[src/hdl/spindle_pkg.sv]
`default_nettype none

package spindle_pkg;

    ////////////////////
    // widths
    ////////////////////

    // lce samples, gains, rates and spike counts
    localparam int word_w = 16;
    // gains are unsigned q8.8
    localparam int frac_bits = 8;
    localparam int sel_w = 3;

    ////////////////////
    // parameter select codes
    ////////////////////

    localparam logic [sel_w-1:0] sel_tick_period = 3'd0;
    localparam logic [sel_w-1:0] sel_lce_rest    = 3'd1;
    localparam logic [sel_w-1:0] sel_gain_i      = 3'd2;
    localparam logic [sel_w-1:0] sel_gain_dyn    = 3'd3;
    localparam logic [sel_w-1:0] sel_gain_ii     = 3'd4;

    ////////////////////
    // reset values
    ////////////////////

    localparam logic [word_w-1:0] tick_period_init = 16'd7;
    localparam logic [word_w-1:0] lce_rest_init    = 16'h1000;
    // 2.0, 8.0 and 1.0 in q8.8
    localparam logic [word_w-1:0] gain_i_init      = 16'h0200;
    localparam logic [word_w-1:0] gain_dyn_init    = 16'h0800;
    localparam logic [word_w-1:0] gain_ii_init     = 16'h0100;

    ////////////////////
    // buffer and window
    ////////////////////

    localparam int fifo_depth = 16;
    localparam int fifo_aw    = 4;
    // rate updates per counting window
    localparam int window_ticks = 8;
    localparam int window_cw    = $clog2(window_ticks + 1);
    // lowest period the host may program
    localparam logic [word_w-1:0] tick_period_min = 16'd3;

endpackage

`default_nettype wire

[src/hdl/param_bank.sv]
`timescale 1ns/1ps
`default_nettype none

module param_bank
    import spindle_pkg::*;
(
    input  wire logic              ep50trig,
    input  wire logic              reset_global,
    input  wire logic              param_load,
    input  wire logic [sel_w-1:0]  param_sel,
    input  wire logic [word_w-1:0] param_data,
    output logic      [word_w-1:0] tick_period,
    output logic      [word_w-1:0] lce_rest,
    output logic      [word_w-1:0] gain_i,
    output logic      [word_w-1:0] gain_dyn,
    output logic      [word_w-1:0] gain_ii,
    output logic                   period_load
);

    // period after clamping to the legal floor
    logic [word_w-1:0] period_clamped;

    always_comb
    begin
        if (param_data < tick_period_min)
            period_clamped = tick_period_min;
        else
            period_clamped = param_data;
    end

    ////////////////////
    // parameter registers
    ////////////////////

    always_ff @(posedge ep50trig)
    begin
        if (reset_global)
        begin
            tick_period <= tick_period_init;
            lce_rest    <= lce_rest_init;
            gain_i      <= gain_i_init;
            gain_dyn    <= gain_dyn_init;
            gain_ii     <= gain_ii_init;
            period_load <= 1'b0;
        end
        else
        begin
            // pulse lines up with the new tick_period value
            period_load <= param_load && (param_sel == sel_tick_period);
            if (param_load)
            begin
                // unknown codes fall through untouched
                case (param_sel)
                    sel_tick_period: tick_period <= period_clamped;
                    sel_lce_rest:    lce_rest    <= param_data;
                    sel_gain_i:      gain_i      <= param_data;
                    sel_gain_dyn:    gain_dyn    <= param_data;
                    sel_gain_ii:     gain_ii     <= param_data;
                    default:         ;
                endcase
            end
        end
    end

endmodule

`default_nettype wire

[src/hdl/lce_feeder.sv]
`timescale 1ns/1ps
`default_nettype none

module lce_feeder
    import spindle_pkg::*;
(
    input  wire logic              ep50trig,
    input  wire logic              reset_global,
    input  wire logic              lce_write,
    input  wire logic [word_w-1:0] lce_data,
    input  wire logic [word_w-1:0] tick_period,
    input  wire logic              period_load,
    output logic                   fifo_full,
    output logic      [word_w-1:0] lce,
    output logic                   lce_strobe
);

    // sample storage
    logic [word_w-1:0]  mem [fifo_depth];
    logic [fifo_aw-1:0] wr_ptr;
    logic [fifo_aw-1:0] rd_ptr;
    // occupancy, needs one extra bit for full
    logic [fifo_aw:0]   count;

    // timebase
    logic [word_w-1:0]  tick_cnt;
    logic               tick;

    logic               push;
    logic               pop;

    ////////////////////
    // buffer status
    ////////////////////

    assign fifo_full = (count == (fifo_aw + 1)'(fifo_depth));
    // host back-pressure, writes while full are lost
    assign push = lce_write && !fifo_full;
    // empty buffer at a tick just holds lce
    assign pop  = tick && (count != '0);

    ////////////////////
    // tick counter
    ////////////////////

    // counter runs 0..tick_period, so one tick every tick_period+1 cycles
    assign tick = (tick_cnt >= tick_period);

    always_ff @(posedge ep50trig)
    begin
        if (reset_global)
            tick_cnt <= '0;
        else if (period_load || tick)
            // new period restarts the count
            tick_cnt <= '0;
        else
            tick_cnt <= tick_cnt + 1'b1;
    end

    ////////////////////
    // buffer storage
    ////////////////////

    always_ff @(posedge ep50trig)
    begin
        if (push)
            mem[wr_ptr] <= lce_data;
    end

    always_ff @(posedge ep50trig)
    begin
        if (reset_global)
        begin
            wr_ptr <= '0;
            rd_ptr <= '0;
            count  <= '0;
        end
        else
        begin
            // pointers wrap naturally at fifo_depth
            if (push)
                wr_ptr <= wr_ptr + 1'b1;
            if (pop)
                rd_ptr <= rd_ptr + 1'b1;
            case ({push, pop})
                2'b10:   count <= count + 1'b1;
                2'b01:   count <= count - 1'b1;
                default: count <= count;
            endcase
        end
    end

    ////////////////////
    // sample output
    ////////////////////

    always_ff @(posedge ep50trig)
    begin
        if (reset_global)
        begin
            lce        <= lce_rest_init;
            lce_strobe <= 1'b0;
        end
        else
        begin
            // strobe comes with the new lce, one cycle after the tick
            lce_strobe <= tick;
            if (pop)
                lce <= mem[rd_ptr];
        end
    end

endmodule

`default_nettype wire

[src/hdl/spindle_rate.sv]
`timescale 1ns/1ps
`default_nettype none

module spindle_rate
    import spindle_pkg::*;
(
    input  wire logic              ep50trig,
    input  wire logic              reset_global,
    input  wire logic [word_w-1:0] lce,
    input  wire logic              lce_strobe,
    input  wire logic [word_w-1:0] lce_rest,
    input  wire logic [word_w-1:0] gain_i,
    input  wire logic [word_w-1:0] gain_dyn,
    input  wire logic [word_w-1:0] gain_ii,
    output logic      [word_w-1:0] ia_rate,
    output logic      [word_w-1:0] ii_rate,
    output logic                   rate_strobe
);

    // lce seen at the last update
    logic [word_w-1:0]           lce_prev;
    logic [word_w-1:0]           stretch;
    logic [word_w-1:0]           velocity;
    logic [2*word_w-1:0]         prod_i;
    logic [2*word_w-1:0]         prod_dyn;
    logic [2*word_w-1:0]         prod_ii;
    logic [2*word_w:0]           ia_sum;
    logic [2*word_w-frac_bits:0] ia_shift;
    logic [2*word_w-frac_bits-1:0] ii_shift;
    logic [word_w-1:0]           ia_sat;
    logic [word_w-1:0]           ii_sat;

    ////////////////////
    // stretch and velocity
    ////////////////////

    always_comb
    begin
        // only lengthening drives the afferents
        stretch  = (lce > lce_rest) ? (lce - lce_rest) : '0;
        velocity = (lce > lce_prev) ? (lce - lce_prev) : '0;

        // q8.8 gain times integer length
        prod_i   = gain_i * stretch;
        prod_dyn = gain_dyn * velocity;
        prod_ii  = gain_ii * stretch;

        ia_sum   = {1'b0, prod_i} + {1'b0, prod_dyn};
        ia_shift = ia_sum[2*word_w:frac_bits];
        ii_shift = prod_ii[2*word_w-1:frac_bits];

        // clip to 65535 on overflow
        ia_sat = (|ia_shift[2*word_w-frac_bits:word_w]) ? '1 : ia_shift[word_w-1:0];
        ii_sat = (|ii_shift[2*word_w-frac_bits-1:word_w]) ? '1 : ii_shift[word_w-1:0];
    end

    ////////////////////
    // rate registers
    ////////////////////

    always_ff @(posedge ep50trig)
    begin
        if (reset_global)
        begin
            lce_prev    <= lce_rest_init;
            ia_rate     <= '0;
            ii_rate     <= '0;
            rate_strobe <= 1'b0;
        end
        else
        begin
            rate_strobe <= lce_strobe;
            if (lce_strobe)
            begin
                lce_prev <= lce;
                ia_rate  <= ia_sat;
                ii_rate  <= ii_sat;
            end
        end
    end

endmodule

`default_nettype wire

[src/hdl/rate_neuron.sv]
`timescale 1ns/1ps
`default_nettype none

module rate_neuron
    import spindle_pkg::*;
(
    input  wire logic              ep50trig,
    input  wire logic              reset_global,
    input  wire logic [word_w-1:0] rate,
    input  wire logic              rate_strobe,
    output logic                   spike
);

    // phase accumulator, one lap per spike
    logic [word_w-1:0] phase;
    // carry in the top bit
    logic [word_w:0]   phase_next;

    assign phase_next = {1'b0, phase} + {1'b0, rate};

    always_ff @(posedge ep50trig)
    begin
        if (reset_global)
        begin
            phase <= '0;
            spike <= 1'b0;
        end
        else if (rate_strobe)
        begin
            // keep the wrapped sum, fire on carry
            phase <= phase_next[word_w-1:0];
            spike <= phase_next[word_w];
        end
        else
        begin
            spike <= 1'b0;
        end
    end

endmodule

`default_nettype wire

[src/hdl/spike_window.sv]
`timescale 1ns/1ps
`default_nettype none

module spike_window
    import spindle_pkg::*;
(
    input  wire logic              ep50trig,
    input  wire logic              reset_global,
    input  wire logic              rate_strobe,
    input  wire logic              ia_spike,
    input  wire logic              ii_spike,
    output logic      [word_w-1:0] ia_count,
    output logic      [word_w-1:0] ii_count,
    output logic                   count_valid
);

    // strobes seen in the current window
    logic [window_cw-1:0] strobe_cnt;
    logic [word_w-1:0]    ia_run;
    logic [word_w-1:0]    ii_run;
    logic                 latch;

    // strobe after window_ticks earlier ones closes the window
    assign latch = rate_strobe && (strobe_cnt == window_cw'(window_ticks));

    ////////////////////
    // window bookkeeping
    ////////////////////

    always_ff @(posedge ep50trig)
    begin
        if (reset_global)
            strobe_cnt <= '0;
        else if (latch)
            // closing strobe opens the next window
            strobe_cnt <= window_cw'(1);
        else if (rate_strobe)
            strobe_cnt <= strobe_cnt + 1'b1;
    end

    ////////////////////
    // spike counters
    ////////////////////

    always_ff @(posedge ep50trig)
    begin
        if (reset_global)
        begin
            ia_run      <= '0;
            ii_run      <= '0;
            ia_count    <= '0;
            ii_count    <= '0;
            count_valid <= 1'b0;
        end
        else
        begin
            count_valid <= latch;
            if (latch)
            begin
                ia_count <= ia_run;
                ii_count <= ii_run;
                // spikes trail strobes, restart from whatever is present
                ia_run   <= word_w'(ia_spike);
                ii_run   <= word_w'(ii_spike);
            end
            else
            begin
                ia_run <= ia_run + word_w'(ia_spike);
                ii_run <= ii_run + word_w'(ii_spike);
            end
        end
    end

endmodule

`default_nettype wire

[src/hdl/spindle_top.sv]
`timescale 1ns/1ps
`default_nettype none

module spindle_top
    import spindle_pkg::*;
(
    input  wire logic              ep50trig,
    input  wire logic              reset_global,
    input  wire logic              param_load,
    input  wire logic [sel_w-1:0]  param_sel,
    input  wire logic [word_w-1:0] param_data,
    input  wire logic              lce_write,
    input  wire logic [word_w-1:0] lce_data,
    output logic                   fifo_full,
    output logic      [word_w-1:0] lce,
    output logic      [word_w-1:0] ia_rate,
    output logic      [word_w-1:0] ii_rate,
    output logic                   rate_strobe,
    output logic                   ia_spike,
    output logic                   ii_spike,
    output logic      [word_w-1:0] ia_count,
    output logic      [word_w-1:0] ii_count,
    output logic                   count_valid
);

    // model parameters
    logic [word_w-1:0] tick_period;
    logic [word_w-1:0] lce_rest;
    logic [word_w-1:0] gain_i;
    logic [word_w-1:0] gain_dyn;
    logic [word_w-1:0] gain_ii;
    logic              period_load;
    logic              lce_strobe;

    ////////////////////
    // input side
    ////////////////////

    param_bank params (
        .ep50trig    (ep50trig),
        .reset_global(reset_global),
        .param_load  (param_load),
        .param_sel   (param_sel),
        .param_data  (param_data),
        .tick_period (tick_period),
        .lce_rest    (lce_rest),
        .gain_i      (gain_i),
        .gain_dyn    (gain_dyn),
        .gain_ii     (gain_ii),
        .period_load (period_load)
    );

    // host samples to one lce per tick
    lce_feeder feeder (
        .ep50trig    (ep50trig),
        .reset_global(reset_global),
        .lce_write   (lce_write),
        .lce_data    (lce_data),
        .tick_period (tick_period),
        .period_load (period_load),
        .fifo_full   (fifo_full),
        .lce         (lce),
        .lce_strobe  (lce_strobe)
    );

    ////////////////////
    // processing
    ////////////////////

    // lce to ia and ii firing rates
    spindle_rate spindle (
        .ep50trig    (ep50trig),
        .reset_global(reset_global),
        .lce         (lce),
        .lce_strobe  (lce_strobe),
        .lce_rest    (lce_rest),
        .gain_i      (gain_i),
        .gain_dyn    (gain_dyn),
        .gain_ii     (gain_ii),
        .ia_rate     (ia_rate),
        .ii_rate     (ii_rate),
        .rate_strobe (rate_strobe)
    );

    // primary afferent
    rate_neuron ia_neuron (
        .ep50trig    (ep50trig),
        .reset_global(reset_global),
        .rate        (ia_rate),
        .rate_strobe (rate_strobe),
        .spike       (ia_spike)
    );

    // secondary afferent
    rate_neuron ii_neuron (
        .ep50trig    (ep50trig),
        .reset_global(reset_global),
        .rate        (ii_rate),
        .rate_strobe (rate_strobe),
        .spike       (ii_spike)
    );

    ////////////////////
    // output side
    ////////////////////

    spike_window window (
        .ep50trig    (ep50trig),
        .reset_global(reset_global),
        .rate_strobe (rate_strobe),
        .ia_spike    (ia_spike),
        .ii_spike    (ii_spike),
        .ia_count    (ia_count),
        .ii_count    (ii_count),
        .count_valid (count_valid)
    );

endmodule

`default_nettype wire

[config.mk]
export PLATFORM = sky130hd
export DESIGN_NAME = spindle_top
export DESIGN_NICKNAME = d
export VERILOG_FILES = /design/src/hdl/spindle_pkg.sv /design/src/hdl/param_bank.sv /design/src/hdl/lce_feeder.sv /design/src/hdl/spindle_rate.sv /design/src/hdl/rate_neuron.sv /design/src/hdl/spike_window.sv /design/src/hdl/spindle_top.sv
export SDC_FILE = /design/constraint.sdc
export NUM_CORES = 2
export LEC_CHECK = 0
export BUFFER_PORTS_ARGS = -buffer_cell sky130_fd_sc_hd__buf_4
export CAP_MARGIN = 10
export CORE_MARGIN = 3
export CORE_UTILIZATION = 69
export DETAILED_ROUTE_END_ITERATION = 8
export PLACE_DENSITY = 0.89
export SKIP_CTS_REPAIR_TIMING = 1
export SKIP_LAST_GASP = 1
export SYNTH_ARGS = -nofsm -noshare
export SYNTH_HDL_FRONTEND = slang
export SYNTH_SLANG_ARGS = --single-unit
export TNS_END_PERCENT = 10
[constraint.sdc]
create_clock -name ep50trig -period 14.5 [get_ports ep50trig]
set_clock_uncertainty 0.1 [all_clocks]
set_input_delay 1.45 -clock ep50trig [delete_from_list [all_inputs] [get_ports ep50trig]]
set_output_delay 1.45 -clock ep50trig [all_outputs]
set_load 0.03 [all_outputs]
**Word-level counts from Yosys, hierarchy flattened**

Memories as Yosys holds them, arrays and structs flattened. A register that Yosys moved wholly into a read port is not among the register bits.
Cells that the tools add are included.

- Bitwise gates (word level): 1
- Eq/ne operators: 8
- $lt $le $gt $ge: 4
- Reductions and logical operators: 20
- Add/sub/neg operators: 13
- Multiplexer cells: 12
- $mul: 3

Operators with widths:

| cell | number |
|---|---|
| $mul A16 B16 Y32 | 3 |
| $mux W16 | 5 |
| $add A16 B16 Y17 | 2 |
| $add A32 B32 Y33 | 1 |
| $add A16 B1 Y16 | 2 |
| $gt A16 B16 Y1 | 2 |
| $sub A16 B16 Y16 | 2 |
| $add A16 B1 Y16 const B | 1 |
| $ge A16 B16 Y1 | 1 |
| $lt A16 B2 Y1 const B | 1 |
| $add A4 B1 Y4 const B | 3 |
| $pmux W5 S2 | 1 |
| $reduce_and A2 Y1 | 5 |
| $reduce_or A9 Y1 | 1 |
| $reduce_or A8 Y1 | 1 |
| $eq A3 B2 Y1 const B | 2 |
| $mux W1 | 6 |
| $reduce_or A2 Y1 | 3 |
| $add A5 B1 Y5 const B | 1 |
| $eq A5 B5 Y1 const B | 1 |
| $reduce_bool A5 Y1 | 1 |
| $sub A5 B1 Y5 const B | 1 |
| $eq A4 B4 Y1 const B | 1 |
| $logic_and A1 B1 Y1 | 4 |
| 9 further kinds | 10 |

- Logic and storage cells: 90
- Bits in registers: 263
- Bits in writable memories: 256
- Output and inout port bits: 85
- Memories: 1

Memory list:

| name | words | width | rd ports | clocked after memory_dff | wr ports | line | RTL |
|---|---|---|---|---|---|---|---|
| feeder.mem | 16 | 16 | 1 | 1 | 1 | lce_feeder.sv:19 | `logic [word_w-1:0] mem [fifo_depth];` |

**Logic depth before layout (Yosys ltp)**

- Word-level depth: 6
- Mapped depth: 43

**Cells and area by module**

A second synthesis with hierarchy kept.

- Cells, all modules: 5114
- Area total of the unflattened synthesis: 49969.2 µm²

Modules (own cells, without submodules):

| module | seq. area each (µm²) | cells each | times used | area an instance (µm²) |
|---|---|---|---|---|
| spindle_rate | 980.9 | 3405 | 1 | 29478.3 |
| lce_feeder | 8608.3 | 684 | 1 | 12010.3 |
| param_bank | 1621.6 | 367 | 1 | 2961.6 |
| rate_neuron | 340.3 | 165 | 2 | 1391.3 |
| spike_window | 1381.3 | 328 | 1 | 2736.4 |

**Least setup slack after synthesis**

OpenSTA, ideal clock, no wires.

- Path kind: flip-flop to flip-flop
- Start point: reg feeder.lce[0], read port of feeder.mem
- End point: reg spindle.ia_rate[4]
- Stages on the path, launching flop included: 39
- Arrival time: 9903 ps
- Buffers on the path: 4
- Slack: 4357 ps
- Path through: dfxtp_1 inv_1 ha_1 fa_1 nor2b_1 o21ai_1 a21boi_0 o21ai_0 a21boi_1 o211a_1 o2111ai_1 and3_1 buf_2 buf_1 nor3_1 buf_2 nand2_1 fa_1 [... 3 more ...] fa_1 inv_1 fa_1 fa_1 fa_1 fa_1 fa_1 ha_1 a21o_1 a21oi_1 o21ai_0 a22o_2 o31ai_1 mux2i_1 nand4_2 nor4_4 buf_6 a211oi_1

- Longest elaborated chain between the ends: 6
- Elaborated cells on any way between the ends: 11
- Classes of those cells: add/sub (3); mul (2); order compare (2); mux (3); reduce/logical (1)

Ends and longest elaborated chain:

| item | line | RTL |
|---|---|---|
| start, declared | lce_feeder.sv:14 | `output logic [word_w-1:0] lce,` |
| $sub A16 B16 Y16 (tied with other cells) | spindle_rate.sv:40 | `stretch = (lce > lce_rest) ? (lce - lce_rest) : '0;` |
| $mux W16 (on tied branches) | spindle_rate.sv:40, spindle_rate.sv:41 |  |
| $mul A16 B16 Y32 (on tied branches) | spindle_rate.sv:44, spindle_rate.sv:45 |  |
| $add A32 B32 Y33 * | spindle_rate.sv:48 | `ia_sum = {1'b0, prod_i} + {1'b0, prod_dyn};` |
| $reduce_or A9 Y1 | spindle_rate.sv:53 | `ia_sat = (\|ia_shift[2*word_w-frac_bits:word_w]) ? '1 : ia_shift[word_w-1:0];` |
| $mux W16 * | spindle_rate.sv:53 |  |
| end signal, assigned | spindle_rate.sv:76 | `ia_rate <= ia_sat;` |
| end, declared | spindle_rate.sv:15 | `output logic [word_w-1:0] ia_rate,` |

Every way passes the cells marked *; elsewhere a longest branch is shown, timed or not.
A chain may end at the register's enable or synchronous reset.

**Worst setup path in the final report**

- Start point: reg feeder.lce[1], read port of feeder.mem
- End point: reg spindle.ia_rate[3]

Same word-level chain as after synthesis.

==> results.toml <==
[status]
status = "finished, final reports clean"

[setup_path]
crit_type = "reg -> reg"
cp-start-kind = "register"
cpMostUsedCell = "fa_1"
r2r_end = "spindle.ia_rate[3]$_SDFFE_PP0P_"
reg2reg_depth = 35
critPathCaptureType = "register"
rrSetupSlack_ns = 3.10
arrival_ns = 11.73
path_max_fanout = 27
r2r_start = "feeder.lce[1]$_SDFFE_PP0P_"
crit_slowest_cell = "nor4_4"
slowest_delay_ns = 0.84
required_ns = 14.83

[drt]
num_vias = 37300
vias_per_cell = 6.30
ant_nets = 0
wl_per_cell_um = 22.9
drcViolationCount = 0
routed_wl_um = 136000
drt_iter0_drc = 4255
dr.pass1.iters = 6

[sta]
period_share_pct = 78.6
max-slew-margin-rel_pct = 20.5
setup_ws_ns = 3.10
hold_viol = 0
post-route-min-period_ns = 11.40
fmax_mhz = 87.7
rsz0062_at_grt = "false"
tightest_slew_ns = 1.19
final_max_slew_viol_count = 0
finalSetupViolations = 0
tns_ns = 0

[synthesis]
synth.top_cells.by_count = "inv_1, fa_1, nand2_1, ha_1, and2_1"
synth_top_area_cell = "fa_1"
synth_most_common_cell = "inv_1"
ys_top_cells_by_area = "fa_1, edfxtp_1, dfxtp_1"
synth_top_area_share_pct = 26.2
synth_area_mm2 = 0.0491
synthArstFlopShare_pct = 0
avgSynthCellArea_um2 = 9.97
synth_ff_type = "dfxtp_1"
ys_ff_latch = 535
synth_seq_area_share_pct = 27.0
synthesis.instances = 4928
yosysWarningCount = 0
synth_edf_count = 256
synth_nets = 6007
yosys.cell_types.count = 80

[layout]
drive_above_1_share_pct = 7.67
synthToLayoutAreaGrowth_pct = 6.95
nets = 6021

[power]
p_int_mw = 2.46
power.leakage_nw = 23.8
max-vdd-ir-drop_v = 0.000169
pwr-share-clk_pct = 37.7
p_sw_mw = 1.01
p_total_mw = 3.47
combPwrFrac_pct = 15.5
power_frac_seq_pct = 46.8
swShare_pct = 29.2
powerDensity_mw_per_mm2 = 66.1

[place]
preCtsSetupSlack_ns = 3.31
dp_hpwl_um = 95800
portBuffers = 123
gp_congestion = 0.939

[floorplanning]
core_area_mm2 = 0.0703
start_util_pct = 69.9
fp.dieW_um = 273
die_area_mm2 = 0.0744
die_y_um = 273
ioPinCount = 124
rows = 97

[clocking]
cts_tree = "yes"
clockBufferDepth = 3
insertion_delay_ns = 0.61
htreeDepth = 2
numCtsBuffers = 48
cts_sinks = 535
path_clk_slew_ns = 0.07
cts_root_buf = "clkbuf_16"

[global_routing]
grt_max_degree = 79
antenna_found_initial = 0
gr-total-overflow = 0
grt_pass1_vias = 40000
grt_pass1_wl_um = 218000
grt_util_all_layers_pct = 37.6

[hold_path]
min_path_cells = 2
hold_path_class = "reg -> reg"
min-delay-start = "params.lce_rest[7]$_SDFFE_PP0P_"
min_to = "params.lce_rest[7]$_SDFFE_PP0P_"

[flow_run]
drv_cap = 0
worst max-delay path by stage:
stage / startpoint / to / slack [ns] / cells after the start
after floorplan: feeder.lce[0]$_SDFFE_PP0P_ / spindle.ia_rate[4]$_SDFFE_PP0P_ / 4.36 / 38
after global placement: feeder.lce[0]$_SDFFE_PP0P_ / spindle.ia_rate[1]$_SDFFE_PP0P_ / 3.39 / 34
after detailed placement: feeder.lce[0]$_SDFFE_PP0P_ / spindle.ia_rate[1]$_SDFFE_PP0P_ / 3.31 / 34
after CTS: feeder.lce[0]$_SDFFE_PP0P_ / spindle.ia_rate[1]$_SDFFE_PP0P_ / 3.22 / 34
after global routing: feeder.lce[1]$_SDFFE_PP0P_ / spindle.ia_rate[1]$_SDFFE_PP0P_ / 2.25 / 35
final: feeder.lce[1]$_SDFFE_PP0P_ / spindle.ia_rate[3]$_SDFFE_PP0P_ / 3.10 / 35
power groups by stage:
stage / combinational, mW / clock (mW) / sequential [mW]
CTS: 0.519 / 1.31 / 1.62
global route: 0.579 / 1.36 / 1.63
detailed placement: 0.512 / 0 / 1.66
finish: 0.537 / 1.31 / 1.63
global placement: 0.492 / 0 / 1.65
floorplan: 0.328 / 0 / 1.64
layout make-up:
| cell class | count | area [µm²] |
|---|---|---|
| Clock inverter | 28 | 299 |
| Inverter | 829 | 3110 |
| Clock buffer | 60 | 1290 |
| Antenna cell | 1 | 2.50 |
| Timing Repair Buffer | 189 | 1420 |
| Tap cell | 940 | 1180 |
| Fill cell | 4294 | 17700 |
| Multi-Input combinational cell | 3339 | 32000 |
| Sequential cell | 535 | 13300 |
state kept, by name (all words and copies together), names as in the netlist, 4 cells and up:
signal / cells
ii_neuron.phase: 16
params.gain_ii: 16
window.ia_run: 16
ia_neuron.phase: 16
window.ii_run: 16
window.ia_count: 16
params.gain_dyn: 16
feeder.lce: 16
spindle.ia_rate: 16
feeder.mem: 256
feeder.rd_ptr: 4
spindle.lce_prev: 16
params.gain_i: 16
feeder.count: 5
window.strobe_cnt: 4
spindle.ii_rate: 16
params.tick_period: 16
window.ii_count: 16
params.lce_rest: 16
feeder.wr_ptr: 4
feeder.tick_cnt: 16
per-stage QoR:
| stage | utilization, % | hold slack, ns | instances | area, µm² |
|---|---|---|---|---|
| CTS | 74.8 | 0.358 | 5919 | 52500 |
| global placement | 72.5 | 0.342 | 5830 | 50900 |
| detailed placement | 72.5 | 0.348 | 5831 | 50900 |
| global route | 74.8 | 0.375 | 5920 | 52500 |
| floorplan | - | 0.336 | 4928 | 49100 |
| finish | 74.8 | 0.358 | 5921 | 52500 |
logic make-up after synthesis:
logic type      synth area share [%]
buf+inv                         8.12
simple gates                    14.9
fa+ha+maj                       36.3
mux                             4.31
xor+xnor                        2.44
compound gates                  6.84
flops                           27.0
layout by cell type, fill, tap and decap left out, types with 13 or more instances in the layout:
cell	n
inv_1	829
fa_1	644
nand2_1	566
ha_1	396
and2_1	348
nor2_1	277
dfxtp_1	275
edfxtp_1	256
buf_4	188
a21oi_1	167
and3_1	102
mux2i_1	91
nand3_1	86
xor2_1	71
xnor2_1	65
o21ai_0	61
mux4_2	53
clkbuf_16	48
a21o_1	39
nor3_1	35
a22o_1	34
a211oi_1	30
nand4_1	21
nor4_1	18
a211oi_2	16
or3_1	14
nor2b_1	13
a221oi_1	13
metal layers:
layer | up-vias | wire [µm] | part of all wire (%) | GRT usage (%)
li1 | 15900 | - | - | -
met1 | 18200 | 47300 | 35 | 46.9
met2 | 2532 | 62700 | 46 | 60.0
met3 | 692 | 14300 | 11 | 7.29
met4 | 0 | 11400 | 8.4 | 25.2
met5 | - | 0 | 0 | 0
worst max-delay path: cells and delay by family, from the launching register on:
family	cells	cell delay (ns)
AND/OR/NAND/NOR	7	2.32
adder cells (fa/ha/maj)	10	4.37
buffers and inverters	5	0.74
flip-flops	1	0.50
AO/OA/AOI/OAI	12	2.89
multiplexers	1	0.28
Note: power is estimated with default switching activity, not from simulation.
